### src/rtl/stream_defines.svh
/*
 * Width macros shared by the stream packages and the sample routing RTL.
 * Include this header wherever a stream width is needed; the guard makes
 * repeated inclusion harmless.
 */
`ifndef STREAM_DEFINES_SVH
`define STREAM_DEFINES_SVH

// ADC sample width in bits, two's complement
`define DATA_WIDTH 16

// Routing tag carried beside every beat
`define DEST_WIDTH 8

// Side-band word carried beside every beat
`define USER_WIDTH 16

// Width of the decimation ratio, so ratios run from 0 to 15
`define DECIM_WIDTH 4

`endif

### src/rtl/stream_pkg.sv
/*
 * Types of a single stream beat: the signed ADC sample, its routing tag
 * and its side-band word, plus the saturation limits of the sample.
 * Compile before any RTL that carries a stream.
 */
`default_nettype none

`include "stream_defines.svh"

package stream_pkg;

    // Raw and calibrated samples share this signed type
    typedef logic signed [`DATA_WIDTH-1:0] sample_t;
    typedef logic [`DEST_WIDTH-1:0] dest_t;
    typedef logic [`USER_WIDTH-1:0] user_t;

    // Largest and smallest values a sample can hold
    localparam sample_t SAMPLE_MAX = sample_t'({1'b0, {(`DATA_WIDTH-1){1'b1}}});
    localparam sample_t SAMPLE_MIN = sample_t'({1'b1, {(`DATA_WIDTH-1){1'b0}}});

endpackage

`default_nettype wire

### src/rtl/control_pkg.sv
/*
 * Types of the static configuration inputs of the sample router: the
 * lane address of the output multiplexer and the decimation ratio.
 */
`default_nettype none

`include "stream_defines.svh"

package control_pkg;

    // Address 0 picks lane 1 and address 3 picks lane 4
    typedef logic [1:0] lane_select_t;

    // Unsigned keep-one-in-N ratio, where 0 and 1 both keep every beat
    typedef logic [`DECIM_WIDTH-1:0] decim_ratio_t;

endpackage

`default_nettype wire

### src/rtl/offset_calibrator.sv
/*
 * Offset calibration for ADC lanes 1 and 2. Each lane subtracts its static
 * offset, clamps the result to the sample range and registers the beat.
 * Ready passes straight back upstream without a register.
 */
`timescale 1ns/10ps
`default_nettype none

`include "stream_defines.svh"

module offset_calibrator (
    input logic clock,
    input logic reset,
    input stream_pkg::sample_t lane_1_data,
    input stream_pkg::dest_t lane_1_dest,
    input stream_pkg::user_t lane_1_user,
    input logic lane_1_tlast,
    input logic lane_1_valid,
    output logic lane_1_ready,
    input stream_pkg::sample_t lane_2_data,
    input stream_pkg::dest_t lane_2_dest,
    input stream_pkg::user_t lane_2_user,
    input logic lane_2_tlast,
    input logic lane_2_valid,
    output logic lane_2_ready,
    input stream_pkg::sample_t offset_1,
    input stream_pkg::sample_t offset_2,
    output stream_pkg::sample_t cal_1_data,
    output stream_pkg::dest_t cal_1_dest,
    output stream_pkg::user_t cal_1_user,
    output logic cal_1_tlast,
    output logic cal_1_valid,
    input logic cal_1_ready,
    output stream_pkg::sample_t cal_2_data,
    output stream_pkg::dest_t cal_2_dest,
    output stream_pkg::user_t cal_2_user,
    output logic cal_2_tlast,
    output logic cal_2_valid,
    input logic cal_2_ready
);
    import stream_pkg::*;

    // One extra bit keeps the difference of two full-range samples exact
    logic signed [`DATA_WIDTH:0] diff_1;
    logic signed [`DATA_WIDTH:0] diff_2;

    // Clamp a widened difference back into the sample range
    function automatic sample_t saturate(input logic signed [`DATA_WIDTH:0] value);
        if (value > SAMPLE_MAX) begin
            return SAMPLE_MAX;
        end else if (value < SAMPLE_MIN) begin
            return SAMPLE_MIN;
        end
        return sample_t'(value);
    endfunction

    // Both operands are signed, so they sign extend to the wider result
    assign diff_1 = lane_1_data - offset_1;
    assign diff_2 = lane_2_data - offset_2;

    // Back-pressure is not buffered here
    assign lane_1_ready = cal_1_ready;
    assign lane_2_ready = cal_2_ready;

    always_ff @(posedge clock) begin
        if (!reset) begin
            cal_1_valid <= 1'b0;
            cal_2_valid <= 1'b0;
        end else begin
            cal_1_valid <= lane_1_valid;
            cal_2_valid <= lane_2_valid;
        end
    end

    // Payload follows valid through the same register stage
    always_ff @(posedge clock) begin
        cal_1_data <= saturate(diff_1);
        cal_1_dest <= lane_1_dest;
        cal_1_user <= lane_1_user;
        cal_1_tlast <= lane_1_tlast;
        cal_2_data <= saturate(diff_2);
        cal_2_dest <= lane_2_dest;
        cal_2_user <= lane_2_user;
        cal_2_tlast <= lane_2_tlast;
    end

    // Downstream must see no beat in the first cycle out of reset
    a_valid_low_after_reset: assert property (
        @(posedge clock) !reset |=> !cal_1_valid && !cal_2_valid
    );

endmodule

`default_nettype wire

### src/rtl/sample_decimator.sv
/*
 * Keep-one-in-N decimation for ADC lanes 3 and 4. Each lane counts its
 * valid beats and forwards only the beat seen while its counter is zero.
 * Outputs are registered and ready passes straight back upstream.
 */
`timescale 1ns/10ps
`default_nettype none

module sample_decimator (
    input logic clock,
    input logic reset,
    input stream_pkg::sample_t lane_3_data,
    input stream_pkg::dest_t lane_3_dest,
    input stream_pkg::user_t lane_3_user,
    input logic lane_3_tlast,
    input logic lane_3_valid,
    output logic lane_3_ready,
    input stream_pkg::sample_t lane_4_data,
    input stream_pkg::dest_t lane_4_dest,
    input stream_pkg::user_t lane_4_user,
    input logic lane_4_tlast,
    input logic lane_4_valid,
    output logic lane_4_ready,
    input control_pkg::decim_ratio_t decim_ratio_3,
    input control_pkg::decim_ratio_t decim_ratio_4,
    output stream_pkg::sample_t dec_3_data,
    output stream_pkg::dest_t dec_3_dest,
    output stream_pkg::user_t dec_3_user,
    output logic dec_3_tlast,
    output logic dec_3_valid,
    input logic dec_3_ready,
    output stream_pkg::sample_t dec_4_data,
    output stream_pkg::dest_t dec_4_dest,
    output stream_pkg::user_t dec_4_user,
    output logic dec_4_tlast,
    output logic dec_4_valid,
    input logic dec_4_ready
);
    import control_pkg::*;

    // Position of the next valid beat within the current group of N
    decim_ratio_t count_3;
    decim_ratio_t count_4;
    logic wrap_3;
    logic wrap_4;

    // A ratio of 0 or 1 wraps on every beat, so every beat is kept
    assign wrap_3 = (decim_ratio_3 <= 1) || (count_3 == decim_ratio_3 - 1'b1);
    assign wrap_4 = (decim_ratio_4 <= 1) || (count_4 == decim_ratio_4 - 1'b1);

    assign lane_3_ready = dec_3_ready;
    assign lane_4_ready = dec_4_ready;

    always_ff @(posedge clock) begin
        if (!reset) begin
            count_3 <= '0;
            count_4 <= '0;
            dec_3_valid <= 1'b0;
            dec_4_valid <= 1'b0;
        end else begin
            // Dropped beats leave the output valid low for that cycle
            dec_3_valid <= lane_3_valid && (count_3 == '0);
            dec_4_valid <= lane_4_valid && (count_4 == '0);
            if (lane_3_valid) begin
                count_3 <= wrap_3 ? '0 : count_3 + 1'b1;
            end
            if (lane_4_valid) begin
                count_4 <= wrap_4 ? '0 : count_4 + 1'b1;
            end
        end
    end

    // Payload is registered every cycle and only matters when valid is high
    always_ff @(posedge clock) begin
        dec_3_data <= lane_3_data;
        dec_3_dest <= lane_3_dest;
        dec_3_user <= lane_3_user;
        dec_3_tlast <= lane_3_tlast;
        dec_4_data <= lane_4_data;
        dec_4_dest <= lane_4_dest;
        dec_4_user <= lane_4_user;
        dec_4_tlast <= lane_4_tlast;
    end

    // An output beat must come from an input beat one cycle earlier
    a_valid_follows_input: assert property (
        @(posedge clock) disable iff (!reset)
        ($rose(dec_3_valid) |-> $past(lane_3_valid)) and
        ($rose(dec_4_valid) |-> $past(lane_4_valid))
    );

endmodule

`default_nettype wire

### src/rtl/stream_mux_4.sv
/*
 * Registered four-way stream multiplexer. The lane picked by address is
 * copied to stream_out one cycle later, and that lane alone gets a
 * registered copy of stream_out_ready; the other readies are held low.
 */
`timescale 1ns/10ps
`default_nettype none

module stream_mux_4 (
    input logic clock,
    input logic reset,
    input control_pkg::lane_select_t address,
    input stream_pkg::sample_t stream_in_1_data,
    input stream_pkg::dest_t stream_in_1_dest,
    input stream_pkg::user_t stream_in_1_user,
    input logic stream_in_1_tlast,
    input logic stream_in_1_valid,
    output logic stream_in_1_ready,
    input stream_pkg::sample_t stream_in_2_data,
    input stream_pkg::dest_t stream_in_2_dest,
    input stream_pkg::user_t stream_in_2_user,
    input logic stream_in_2_tlast,
    input logic stream_in_2_valid,
    output logic stream_in_2_ready,
    input stream_pkg::sample_t stream_in_3_data,
    input stream_pkg::dest_t stream_in_3_dest,
    input stream_pkg::user_t stream_in_3_user,
    input logic stream_in_3_tlast,
    input logic stream_in_3_valid,
    output logic stream_in_3_ready,
    input stream_pkg::sample_t stream_in_4_data,
    input stream_pkg::dest_t stream_in_4_dest,
    input stream_pkg::user_t stream_in_4_user,
    input logic stream_in_4_tlast,
    input logic stream_in_4_valid,
    output logic stream_in_4_ready,
    output stream_pkg::sample_t stream_out_data,
    output stream_pkg::dest_t stream_out_dest,
    output stream_pkg::user_t stream_out_user,
    output logic stream_out_tlast,
    output logic stream_out_valid,
    input logic stream_out_ready
);

    // Control state: valid and the upstream readies
    // The ready copy lags stream_out_ready by one cycle, so a beat can be
    // lost or repeated under back-pressure
    always_ff @(posedge clock) begin
        if (!reset) begin
            stream_out_valid <= 1'b0;
            stream_in_1_ready <= 1'b0;
            stream_in_2_ready <= 1'b0;
            stream_in_3_ready <= 1'b0;
            stream_in_4_ready <= 1'b0;
        end else begin
            stream_in_1_ready <= 1'b0;
            stream_in_2_ready <= 1'b0;
            stream_in_3_ready <= 1'b0;
            stream_in_4_ready <= 1'b0;
            case (address)
                2'd0: begin
                    stream_out_valid <= stream_in_1_valid;
                    stream_in_1_ready <= stream_out_ready;
                end
                2'd1: begin
                    stream_out_valid <= stream_in_2_valid;
                    stream_in_2_ready <= stream_out_ready;
                end
                2'd2: begin
                    stream_out_valid <= stream_in_3_valid;
                    stream_in_3_ready <= stream_out_ready;
                end
                default: begin
                    stream_out_valid <= stream_in_4_valid;
                    stream_in_4_ready <= stream_out_ready;
                end
            endcase
        end
    end

    // Payload of the selected lane, same register stage as valid
    always_ff @(posedge clock) begin
        case (address)
            2'd0: begin
                stream_out_data <= stream_in_1_data;
                stream_out_dest <= stream_in_1_dest;
                stream_out_user <= stream_in_1_user;
                stream_out_tlast <= stream_in_1_tlast;
            end
            2'd1: begin
                stream_out_data <= stream_in_2_data;
                stream_out_dest <= stream_in_2_dest;
                stream_out_user <= stream_in_2_user;
                stream_out_tlast <= stream_in_2_tlast;
            end
            2'd2: begin
                stream_out_data <= stream_in_3_data;
                stream_out_dest <= stream_in_3_dest;
                stream_out_user <= stream_in_3_user;
                stream_out_tlast <= stream_in_3_tlast;
            end
            default: begin
                stream_out_data <= stream_in_4_data;
                stream_out_dest <= stream_in_4_dest;
                stream_out_user <= stream_in_4_user;
                stream_out_tlast <= stream_in_4_tlast;
            end
        endcase
    end

    // Upstream never sees more than one lane granted at a time
    a_single_ready: assert property (
        @(posedge clock)
        $onehot0({stream_in_1_ready, stream_in_2_ready, stream_in_3_ready, stream_in_4_ready})
    );

endmodule

`default_nettype wire

### src/rtl/adc_stream_router.sv
/*
 * Top level of the ADC sample routing front end. Lanes 1 and 2 are offset
 * calibrated, lanes 3 and 4 are decimated, and the four results meet in a
 * registered multiplexer. A sample reaches stream_out two cycles later.
 */
`timescale 1ns/10ps
`default_nettype none

module adc_stream_router (
    input logic clock,
    input logic reset,
    input stream_pkg::sample_t lane_1_data,
    input stream_pkg::dest_t lane_1_dest,
    input stream_pkg::user_t lane_1_user,
    input logic lane_1_tlast,
    input logic lane_1_valid,
    output logic lane_1_ready,
    input stream_pkg::sample_t lane_2_data,
    input stream_pkg::dest_t lane_2_dest,
    input stream_pkg::user_t lane_2_user,
    input logic lane_2_tlast,
    input logic lane_2_valid,
    output logic lane_2_ready,
    input stream_pkg::sample_t lane_3_data,
    input stream_pkg::dest_t lane_3_dest,
    input stream_pkg::user_t lane_3_user,
    input logic lane_3_tlast,
    input logic lane_3_valid,
    output logic lane_3_ready,
    input stream_pkg::sample_t lane_4_data,
    input stream_pkg::dest_t lane_4_dest,
    input stream_pkg::user_t lane_4_user,
    input logic lane_4_tlast,
    input logic lane_4_valid,
    output logic lane_4_ready,
    input stream_pkg::sample_t offset_1,
    input stream_pkg::sample_t offset_2,
    input control_pkg::decim_ratio_t decim_ratio_3,
    input control_pkg::decim_ratio_t decim_ratio_4,
    input control_pkg::lane_select_t address,
    output stream_pkg::sample_t stream_out_data,
    output stream_pkg::dest_t stream_out_dest,
    output stream_pkg::user_t stream_out_user,
    output logic stream_out_tlast,
    output logic stream_out_valid,
    input logic stream_out_ready
);
    import stream_pkg::*;

    // Calibrated lanes feeding multiplexer inputs 1 and 2
    sample_t cal_1_data, cal_2_data;
    dest_t cal_1_dest, cal_2_dest;
    user_t cal_1_user, cal_2_user;
    logic cal_1_tlast, cal_2_tlast;
    logic cal_1_valid, cal_2_valid;
    logic cal_1_ready, cal_2_ready;

    // Decimated lanes feeding multiplexer inputs 3 and 4
    sample_t dec_3_data, dec_4_data;
    dest_t dec_3_dest, dec_4_dest;
    user_t dec_3_user, dec_4_user;
    logic dec_3_tlast, dec_4_tlast;
    logic dec_3_valid, dec_4_valid;
    logic dec_3_ready, dec_4_ready;

    offset_calibrator i_offset_calibrator (
        .clock, .reset,
        .lane_1_data, .lane_1_dest, .lane_1_user, .lane_1_tlast, .lane_1_valid, .lane_1_ready,
        .lane_2_data, .lane_2_dest, .lane_2_user, .lane_2_tlast, .lane_2_valid, .lane_2_ready,
        .offset_1, .offset_2,
        .cal_1_data, .cal_1_dest, .cal_1_user, .cal_1_tlast, .cal_1_valid, .cal_1_ready,
        .cal_2_data, .cal_2_dest, .cal_2_user, .cal_2_tlast, .cal_2_valid, .cal_2_ready
    );

    sample_decimator i_sample_decimator (
        .clock, .reset,
        .lane_3_data, .lane_3_dest, .lane_3_user, .lane_3_tlast, .lane_3_valid, .lane_3_ready,
        .lane_4_data, .lane_4_dest, .lane_4_user, .lane_4_tlast, .lane_4_valid, .lane_4_ready,
        .decim_ratio_3, .decim_ratio_4,
        .dec_3_data, .dec_3_dest, .dec_3_user, .dec_3_tlast, .dec_3_valid, .dec_3_ready,
        .dec_4_data, .dec_4_dest, .dec_4_user, .dec_4_tlast, .dec_4_valid, .dec_4_ready
    );

    // The selected lane's ready is registered once, in the multiplexer
    stream_mux_4 i_stream_mux_4 (
        .clock, .reset, .address,
        .stream_in_1_data(cal_1_data), .stream_in_1_dest(cal_1_dest),
        .stream_in_1_user(cal_1_user), .stream_in_1_tlast(cal_1_tlast),
        .stream_in_1_valid(cal_1_valid), .stream_in_1_ready(cal_1_ready),
        .stream_in_2_data(cal_2_data), .stream_in_2_dest(cal_2_dest),
        .stream_in_2_user(cal_2_user), .stream_in_2_tlast(cal_2_tlast),
        .stream_in_2_valid(cal_2_valid), .stream_in_2_ready(cal_2_ready),
        .stream_in_3_data(dec_3_data), .stream_in_3_dest(dec_3_dest),
        .stream_in_3_user(dec_3_user), .stream_in_3_tlast(dec_3_tlast),
        .stream_in_3_valid(dec_3_valid), .stream_in_3_ready(dec_3_ready),
        .stream_in_4_data(dec_4_data), .stream_in_4_dest(dec_4_dest),
        .stream_in_4_user(dec_4_user), .stream_in_4_tlast(dec_4_tlast),
        .stream_in_4_valid(dec_4_valid), .stream_in_4_ready(dec_4_ready),
        .stream_out_data, .stream_out_dest, .stream_out_user,
        .stream_out_tlast, .stream_out_valid, .stream_out_ready
    );

endmodule

`default_nettype wire

### config.mk
export PLATFORM = sky130hd
export DESIGN_NAME = adc_stream_router
export DESIGN_NICKNAME = d
export VERILOG_FILES = /design/src/rtl/stream_pkg.sv /design/src/rtl/control_pkg.sv /design/src/rtl/offset_calibrator.sv /design/src/rtl/sample_decimator.sv /design/src/rtl/stream_mux_4.sv /design/src/rtl/adc_stream_router.sv
export VERILOG_INCLUDE_DIRS = /design/src /design/src/rtl
export SDC_FILE = /design/constraint.sdc
export NUM_CORES = 1
export LEC_CHECK = 0
export BUFFER_PORTS_ARGS = -buffer_cell sky130_fd_sc_hd__buf_2
export CAP_MARGIN = 0
export CORE_MARGIN = 3
export CORE_UTILIZATION = 50
export CTS_CLUSTER_DIAMETER = 150
export DETAILED_ROUTE_END_ITERATION = 6
export HOLD_SLACK_MARGIN = 0.06
export PLACE_DENSITY_LB_ADDON = 0.25
export SLEW_MARGIN = 20
export SYNTH_ARGS = -nofsm -noshare
export SYNTH_HDL_FRONTEND = slang
export SYNTH_SLANG_ARGS = --single-unit
### constraint.sdc
create_clock -name clock -period 2.8 [get_ports clock]
set_input_delay 0 -clock clock [delete_from_list [all_inputs] [get_ports clock]]
set_output_delay 0 -clock clock [all_outputs]
set_load 0.02 [all_outputs]
==> results.json, run 1 <==
{
  "root_buffer": "clkbuf_16",
  "ys_warn_count": 0,
  "total_power_uw": 8020,
  "gp_congestion": 0.848,
  "worstPathRequired_ns": 3.16,
  "dieHeight_microns": 133,
  "fp.coreArea_sq_um": 15400,
  "grt_pass1_vias": 7328,
  "clock-sinks": 222,
  "synth_ff_type": "dfxtp_1",
  "drive_gt1_share_pct": 28.5,
  "worstPathArrival_ns": 2.82,
  "final-setup-viol-count": 0,
  "yosysTopAreaCell": "dfxtp_1",
  "critPathCaptureType": "flip-flop",
  "grt_max_degree": 39,
  "grt_first_pass_wirelength_microns": 38100,
  "critical_path_class": "primary input to flip-flop",
  "worstHoldStart": "offset_2[1]",
  "vdd_drop_max_mv": 0.414,
  "fin_skew_ns": 0.00888,
  "drcViolationCount": 0,
  "synth_area_leaders": "dfxtp_1, ha_1, a222oi_1",
  "cts.repair.resized": 0,
  "numCtsBuffers": 21,
  "grt_setup_unrepaired": "no",
  "grt_overflow": 0,
  "htree_levels": 1,
  "clkSlewWorstSetupHoldPaths_ns": 0.06,
  "synth.distinct_cells": 54,
  "dr_total_vias": 6897,
  "status": "finished, final reports clean",
  "initial_core_util_pct": 51.9,
  "syn-num-nets": 973,
  "synth_edf_count": 0,
  "leakage_uw": 0.00559,
  "fp.dieW_microns": 133,
  "grtUsageTotal_pct": 26.8,
  "syn_area_sq_um": 8000,
  "synthToLayoutAreaGrowth_pct": 46.8,
  "drtAntennaViolNets": 0,
  "row_count": 45,
  "synth_seq_cells": 222,
  "holdBufCountCts": 148,
  "finalHoldViolCount": 0,
  "grt_antenna_before_repair": 2,
  "viasPerCell": 5.09,
  "first_pass_iters": 7,
  "port_buffers": 258,
  "power_density_nw_per_um2": 682,
  "worst_pin_slew_ns": 0.963,
  "ios": 259,
  "synthTopCellsByCount": "dfxtp_1, inv_1, ha_1",
  "hpwl_microns": 14100,
  "synth_cells": 714,
  "reg2reg_from": "i_sample_decimator.count_3[3]",
  "crit_start": "offset_1[0]",
  "seq_area_frac_synth_pct": 55.5,
  "hold_class": "primary input to flip-flop",
  "cts_tree": "yes",
  "dieArea_sq_um": 17600,
  "startpoint_type": "primary input",
  "drtIter0Drc": 445,
  "tns_ns": 0,
  "wl_per_cell_microns": 17.8,
  "fmax_mhz": 406,
  "async_reset_ff_share_pct": 0,
  "routed_wl_microns": 24100,
  "synth_top_area_share_pct": 55.5,
  "fin_util_pct": 76.2,
  "final_net_count": 1385,
  "avgSynthCellArea_sq_um": 11.2,
  "cts.path.max_buffers": 3,
  "cts_setup_buffers": 0,
  "cp_max_fo": 16,
  "report.final.slew_viol_count": 0,
  "yosysMostFrequentCell": "dfxtp_1",
  "max_slew_margin_pct": 35.8,
  "min_period_ns": 2.46,
  "period_share_pct": 88.0,
  "insertion_delay_ns": 0.48,
  "max_cap_viol_count": 0
}
-- flip-flops by register name, indices dropped and copies added (netlist names), 16 cells and up --
name	flops
i_offset_calibrator.cal_1_data	16
i_sample_decimator.dec_3_user	16
i_sample_decimator.dec_3_data	16
i_offset_calibrator.cal_2_user	16
i_sample_decimator.dec_4_user	16
i_offset_calibrator.cal_1_user	16
i_offset_calibrator.cal_2_data	16
i_stream_mux_4.stream_out_user	16
i_sample_decimator.dec_4_data	16
i_stream_mux_4.stream_out_data	16
-- layer usage --
| metal | routed length, microns | part of all wire [%] | up-vias | track usage, % |
|---|---|---|---|---|
| met5 | 0 | 0 | - | 0 |
| met4 | 815 | 3.4 | 0 | 10.5 |
| met3 | 1500 | 6.2 | 59 | 4.98 |
| met2 | 12900 | 54 | 292 | 51.7 |
| met1 | 8860 | 37 | 3216 | 28.6 |
| li1 | - | - | 3330 | - |
-- worst paths after layout --
kind | endpoint | slack, ns | depth (start not counted)
max reg2reg | i_sample_decimator.count_3[1] | 1.25 | 5
max | i_offset_calibrator.cal_1_data[3] | 0.34 | 11
min | i_offset_calibrator.cal_2_data[1] | 0.08 | 5
min reg2reg | i_stream_mux_4.stream_out_dest[2] | 0.44 | 2
-- kinds of logic after synthesis --
| group | Yosys count | share of synthesized area, % |
|---|---|---|
| AND/OR/NAND/NOR | 88 | 5.58 |
| multiplexers | 41 | 5.13 |
| buffers and inverters | 121 | 5.89 |
| flip-flops | 222 | 55.5 |
| XOR/XNOR | 41 | 4.58 |
| adder cells (fa/ha/maj) | 65 | 9.93 |
| AO/OA/AOI/OAI | 136 | 13.4 |
-- cell usage in the layout (no fill, tap or decap), types with 3 or more instances in the layout --
cell type	n
a222oi_1	42
o21ai_0	16
diode_2	3
a21oi_1	32
nand2_1	22
o211ai_1	3
clkbuf_16	21
a21o_1	8
maj3_2	11
buf_4	9
dlygate4sd3_1	148
clkbuf_1	5
dfxtp_1	222
a21boi_0	6
bufinv_16	4
nand3_1	13
a211oi_1	3
mux2i_1	41
maj3_1	8
ha_1	40
xor2_1	22
clkbuf_8	4
ha_2	4
xnor2_1	18
nor3_1	7
o21a_1	3
and2_1	6
buf_2	258
nand4_1	6
nor2_1	16
and3_1	7
inv_1	95
-- worst max-delay path, cell delays in order --
cell and delay [ns]:
dlygate4sd3_1 0.52, buf_2 0.10, ha_1 0.14, inv_1 0.05
fa_1 0.39, a21o_1 0.22, a2111oi_4 0.41, nor2_2 0.12
a31oi_4 0.22, a21oi_2 0.23, maj3_1 0.41
-- final cells by class --
cell class | instances | area (sq um)
tap | 211 | 264
clock inverter | 7 | 143
sequential | 222 | 4440
multi-input combinational | 371 | 3100
timing repair buffer | 415 | 2840
inverter | 95 | 357
fill | 1024 | 3680
clock buffer | 30 | 599
antenna | 3 | 7.51
-- per-stage QoR --
stage          cell area (sq um)  hold slack (ns)  worst slack, ns  cells
2_1_floorplan               8000           0.0277            0.609    714
3_3_place_gp                9520            0.102            0.393   1166
3_5_place_dp                9520            0.104            0.324   1166
4_1_cts                    11700           0.0759            0.329   1351
5_1_grt                    11700            0.127            0.217   1353
6_report                   11800           0.0824            0.337   1354
-- where the power goes --
group / switching (uW) / internal, uW
combinational: 706 / 663
clock: 1160 / 1860
sequential: 135 / 3490
total: 2000 / 6020
No activity file was read; power rests on OpenSTA's default activity.
==> run 2, diff against run 1 <==
--- a/config.mk
+++ b/config.mk
@@ -17,4 +17,5 @@
 export SLEW_MARGIN = 20
 export SYNTH_ARGS = -nofsm -noshare
 export SYNTH_HDL_FRONTEND = slang
+export SYNTH_HIERARCHICAL = 1
 export SYNTH_SLANG_ARGS = --single-unit
==> results.json, run 2 <==
{
  "status": "finished, final reports clean",
  "synth_area_leaders": "dfxtp_1, mux4_2, ha_1",
  "wl_per_cell_microns": 18.5,
  "synth.distinct_cells": 59,
  "first_pass_iters": 5,
  "routed_wl_microns": 23600,
  "p_int_uw": 6120,
  "port_buffers": 258,
  "reg2reg_to": "i_sample_decimator/count_3[0]",
  "drtIter0Drc": 257,
  "drcViolationCount": 0,
  "dieArea_sq_um": 17300,
  "synth_seq_cells": 222,
  "root_buffer": "clkbuf_16",
  "r2r_cells": 5,
  "seq_area_frac_synth_pct": 56.3,
  "final_common_cell": "buf_2",
  "crit_start": "offset_1[0]",
  "critPathCaptureType": "flip-flop",
  "max_cap_viol_count": 0,
  "synth_fa_ha_area_share_pct": 7.50,
  "period_share_pct": 92.1,
  "hold_class": "primary input to flip-flop",
  "total_power_uw": 8180,
  "fin_util_pct": 77.0,
  "yosys.area_share.simple_pct": 5.98,
  "swShare_pct": 25.2,
  "dieHeight_microns": 132,
  "synth_cells": 616,
  "vdd_drop_max_mv": 0.478,
  "initial_core_util_pct": 51.5,
  "drive_gt1_share_pct": 33.2,
  "synthToLayoutAreaGrowth_pct": 49.4,
  "drtAntennaViolNets": 0,
  "row_count": 45,
  "clock-sinks": 222,
  "synth_top_area_share_pct": 56.3,
  "grt_setup_unrepaired": "no",
  "clockPowerShare_pct": 39.0,
  "synthTopCellsByCount": "dfxtp_1, inv_1, ha_1, mux4_2, a21oi_1",
  "synth_ff_type": "dfxtp_1",
  "synth_edf_count": 0,
  "ys_warn_count": 6,
  "syn_area_sq_um": 7890,
  "layout_setup_ws_ns": 0.220,
  "worstPathRequired_ns": 3.18,
  "cp_max_fo": 3,
  "fmax_mhz": 388,
  "power_density_nw_per_um2": 694,
  "gp_congestion": 0.852,
  "synth_top_family_by_area": "multiplexers",
  "worst_pin_slew_ns": 0.645,
  "clkSlewWorstSetupHoldPaths_ns": 0.06,
  "grt_max_degree": 33,
  "ff2ff_setup_slack_ns": 0.80,
  "min_period_ns": 2.58,
  "multi_input_area_sq_um": 3100,
  "hpwl_microns": 13800,
  "synthMuxAreaShare_pct": 12.5,
  "grt_antenna_before_repair": 2,
  "grtUsageTotal_pct": 26.9,
  "htree_levels": 1,
  "fp.coreArea_sq_um": 15300,
  "seq_power_share_pct": 44.5,
  "synth-xor-area-share_pct": 4.42,
  "yosysTopAreaCell": "dfxtp_1",
  "dp_slack_ns": 0.213,
  "seq_area_sq_um": 4440,
  "worstPathArrival_ns": 2.96,
  "fp.dieW_microns": 132,
  "cts_tree": "yes",
  "finalHoldViolCount": 0,
  "cts.path.max_buffers": 3,
  "startpoint_type": "primary input",
  "async_reset_ff_share_pct": 0,
  "grt_pass1_vias": 6825,
  "combPwrFrac_pct": 16.5,
  "insertion_delay_ns": 0.51,
  "cp-endpoint": "i_offset_calibrator/cal_1_data[10]",
  "layout_common_cells": "buf_2, dfxtp_1, dlygate4sd3_1, inv_1",
  "viasPerCell": 5.01,
  "numCtsBuffers": 23,
  "grt_first_pass_wirelength_microns": 37000,
  "final-setup-viol-count": 0,
  "leakage_uw": 0.00540,
  "max_slew_margin_pct": 56.8,
  "avgSynthCellArea_sq_um": 12.8,
  "fillers": 995,
  "yosysMostFrequentCell": "dfxtp_1",
  "critical_path_class": "primary input to flip-flop",
  "report.final.slew_viol_count": 0,
  "reg2reg_from": "i_sample_decimator/count_3[0]",
  "dr_total_vias": 6393,
  "synth_compound_area_share_pct": 8.88,
  "p_switching_uw": 2060,
  "ios": 259,
  "syn-num-nets": 871,
  "grt_overflow": 0,
  "tns_ns": 0,
  "fin_skew_ns": 0.0168,
  "final_net_count": 1303
}
==> run 2: cell types whose count changed in the layout (fill, tap and decap cells not counted), moves of 6 or more <==
cell | before | now
mux2i_1 | 41 | 3
maj3_2 | 11 | 1
nor3_1 | 7 | 17
o21ai_0 | 16 | 22
mux4_2 | 0 | 40
a222oi_1 | 42 | 0
buf_4 | 9 | 3
inv_1 | 95 | 48
dlygate4sd3_1 | 148 | 166
==> run 2: critical path, cell delays in order <==
cell and delay (ns):
dlygate4sd3_1 0.53, buf_2 0.10, ha_1 0.17, inv_1 0.06, fa_1 0.42, a211oi_2 0.24, nor3_1 0.10, or3_1 0.39
a2111oi_2 0.38, nor3_1 0.11, xor2_1 0.16, maj3_2 0.31
==> run 2: area by class of cell <==
type	instances	share of cell area (%)
Clock buffer	30	5.53
Timing Repair Buffer	427	25.4
Antenna cell	1	0.0212
Inverter	48	1.53
Tap cell	211	2.24
Multi-Input combinational cell	326	26.3
Clock inverter	11	1.28
Sequential cell	222	37.7
==> run 2: power by group through the flow <==
stage	Sequential (uW)	Clock, uW	Combinational (uW)
6_report	3640	3190	1350
5_1_grt	3660	3360	1460
2_1_floorplan	3740	0	639
3_3_place_gp	3690	0	1100
3_5_place_dp	3690	0	1110
4_1_cts	3630	3210	1310
==> run 2: repair_timing <==
item,CTS,global route
endpoints found under the setup margin,0,1
hold endpoints to repair,165,0
gates resized for setup,0,1
buffers inserted,0,0
hold buffers,166,0
==> run 2: logic make-up (layout without fill, tap and decap cells) <==
family                   count (synthesis)  after routing
flip-flops                             222            222
AO/OA/AOI/OAI                          104            104
other                                    0              1
adder cells (fa/ha/maj)                 47             47
AND/OR/NAND/NOR                         91             91
multiplexers                            45             45
buffers and inverters                   68            516
XOR/XNOR                                39             39
==> run 2: worst min path at each step <==
stage | start | endpoint | slack (ns) | cells after the start
after floorplan | lane_1_dest[0] | i_offset_calibrator/cal_1_dest[0] | 0.03 | 0
after global placement | lane_2_user[3] | i_offset_calibrator/cal_2_user[3] | 0.10 | 1
after detailed placement | lane_4_data[3] | i_sample_decimator/dec_4_data[3] | 0.10 | 1
after CTS | lane_2_data[8] | i_offset_calibrator/cal_2_data[8] | 0.06 | 4
after global routing | lane_2_data[7] | i_offset_calibrator/cal_2_data[7] | 0.09 | 4
final | decim_ratio_4[3] | i_sample_decimator/count_4[0] | 0.07 | 5
==> run 2: stage by stage <==
stage	hold WS (ns)	std cells	cell area (sq um)
after floorplan	0.0277	616	7890
after global placement	0.102	1068	9310
after detailed placement	0.104	1068	9310
after CTS	0.0616	1275	11800
after global routing	0.0933	1276	11800
final	0.0746	1276	11800
==> run 2: layer usage <==
metal	part of all wire, %	vias up	global-route usage, %	routed length [microns]
li1	-	3046	-	-
met1	39	3005	31.2	9210
met2	51	290	48.7	12000
met3	7.0	50	6.85	1660
met4	3.1	2	8.40	726
met5	0.030	-	0	7
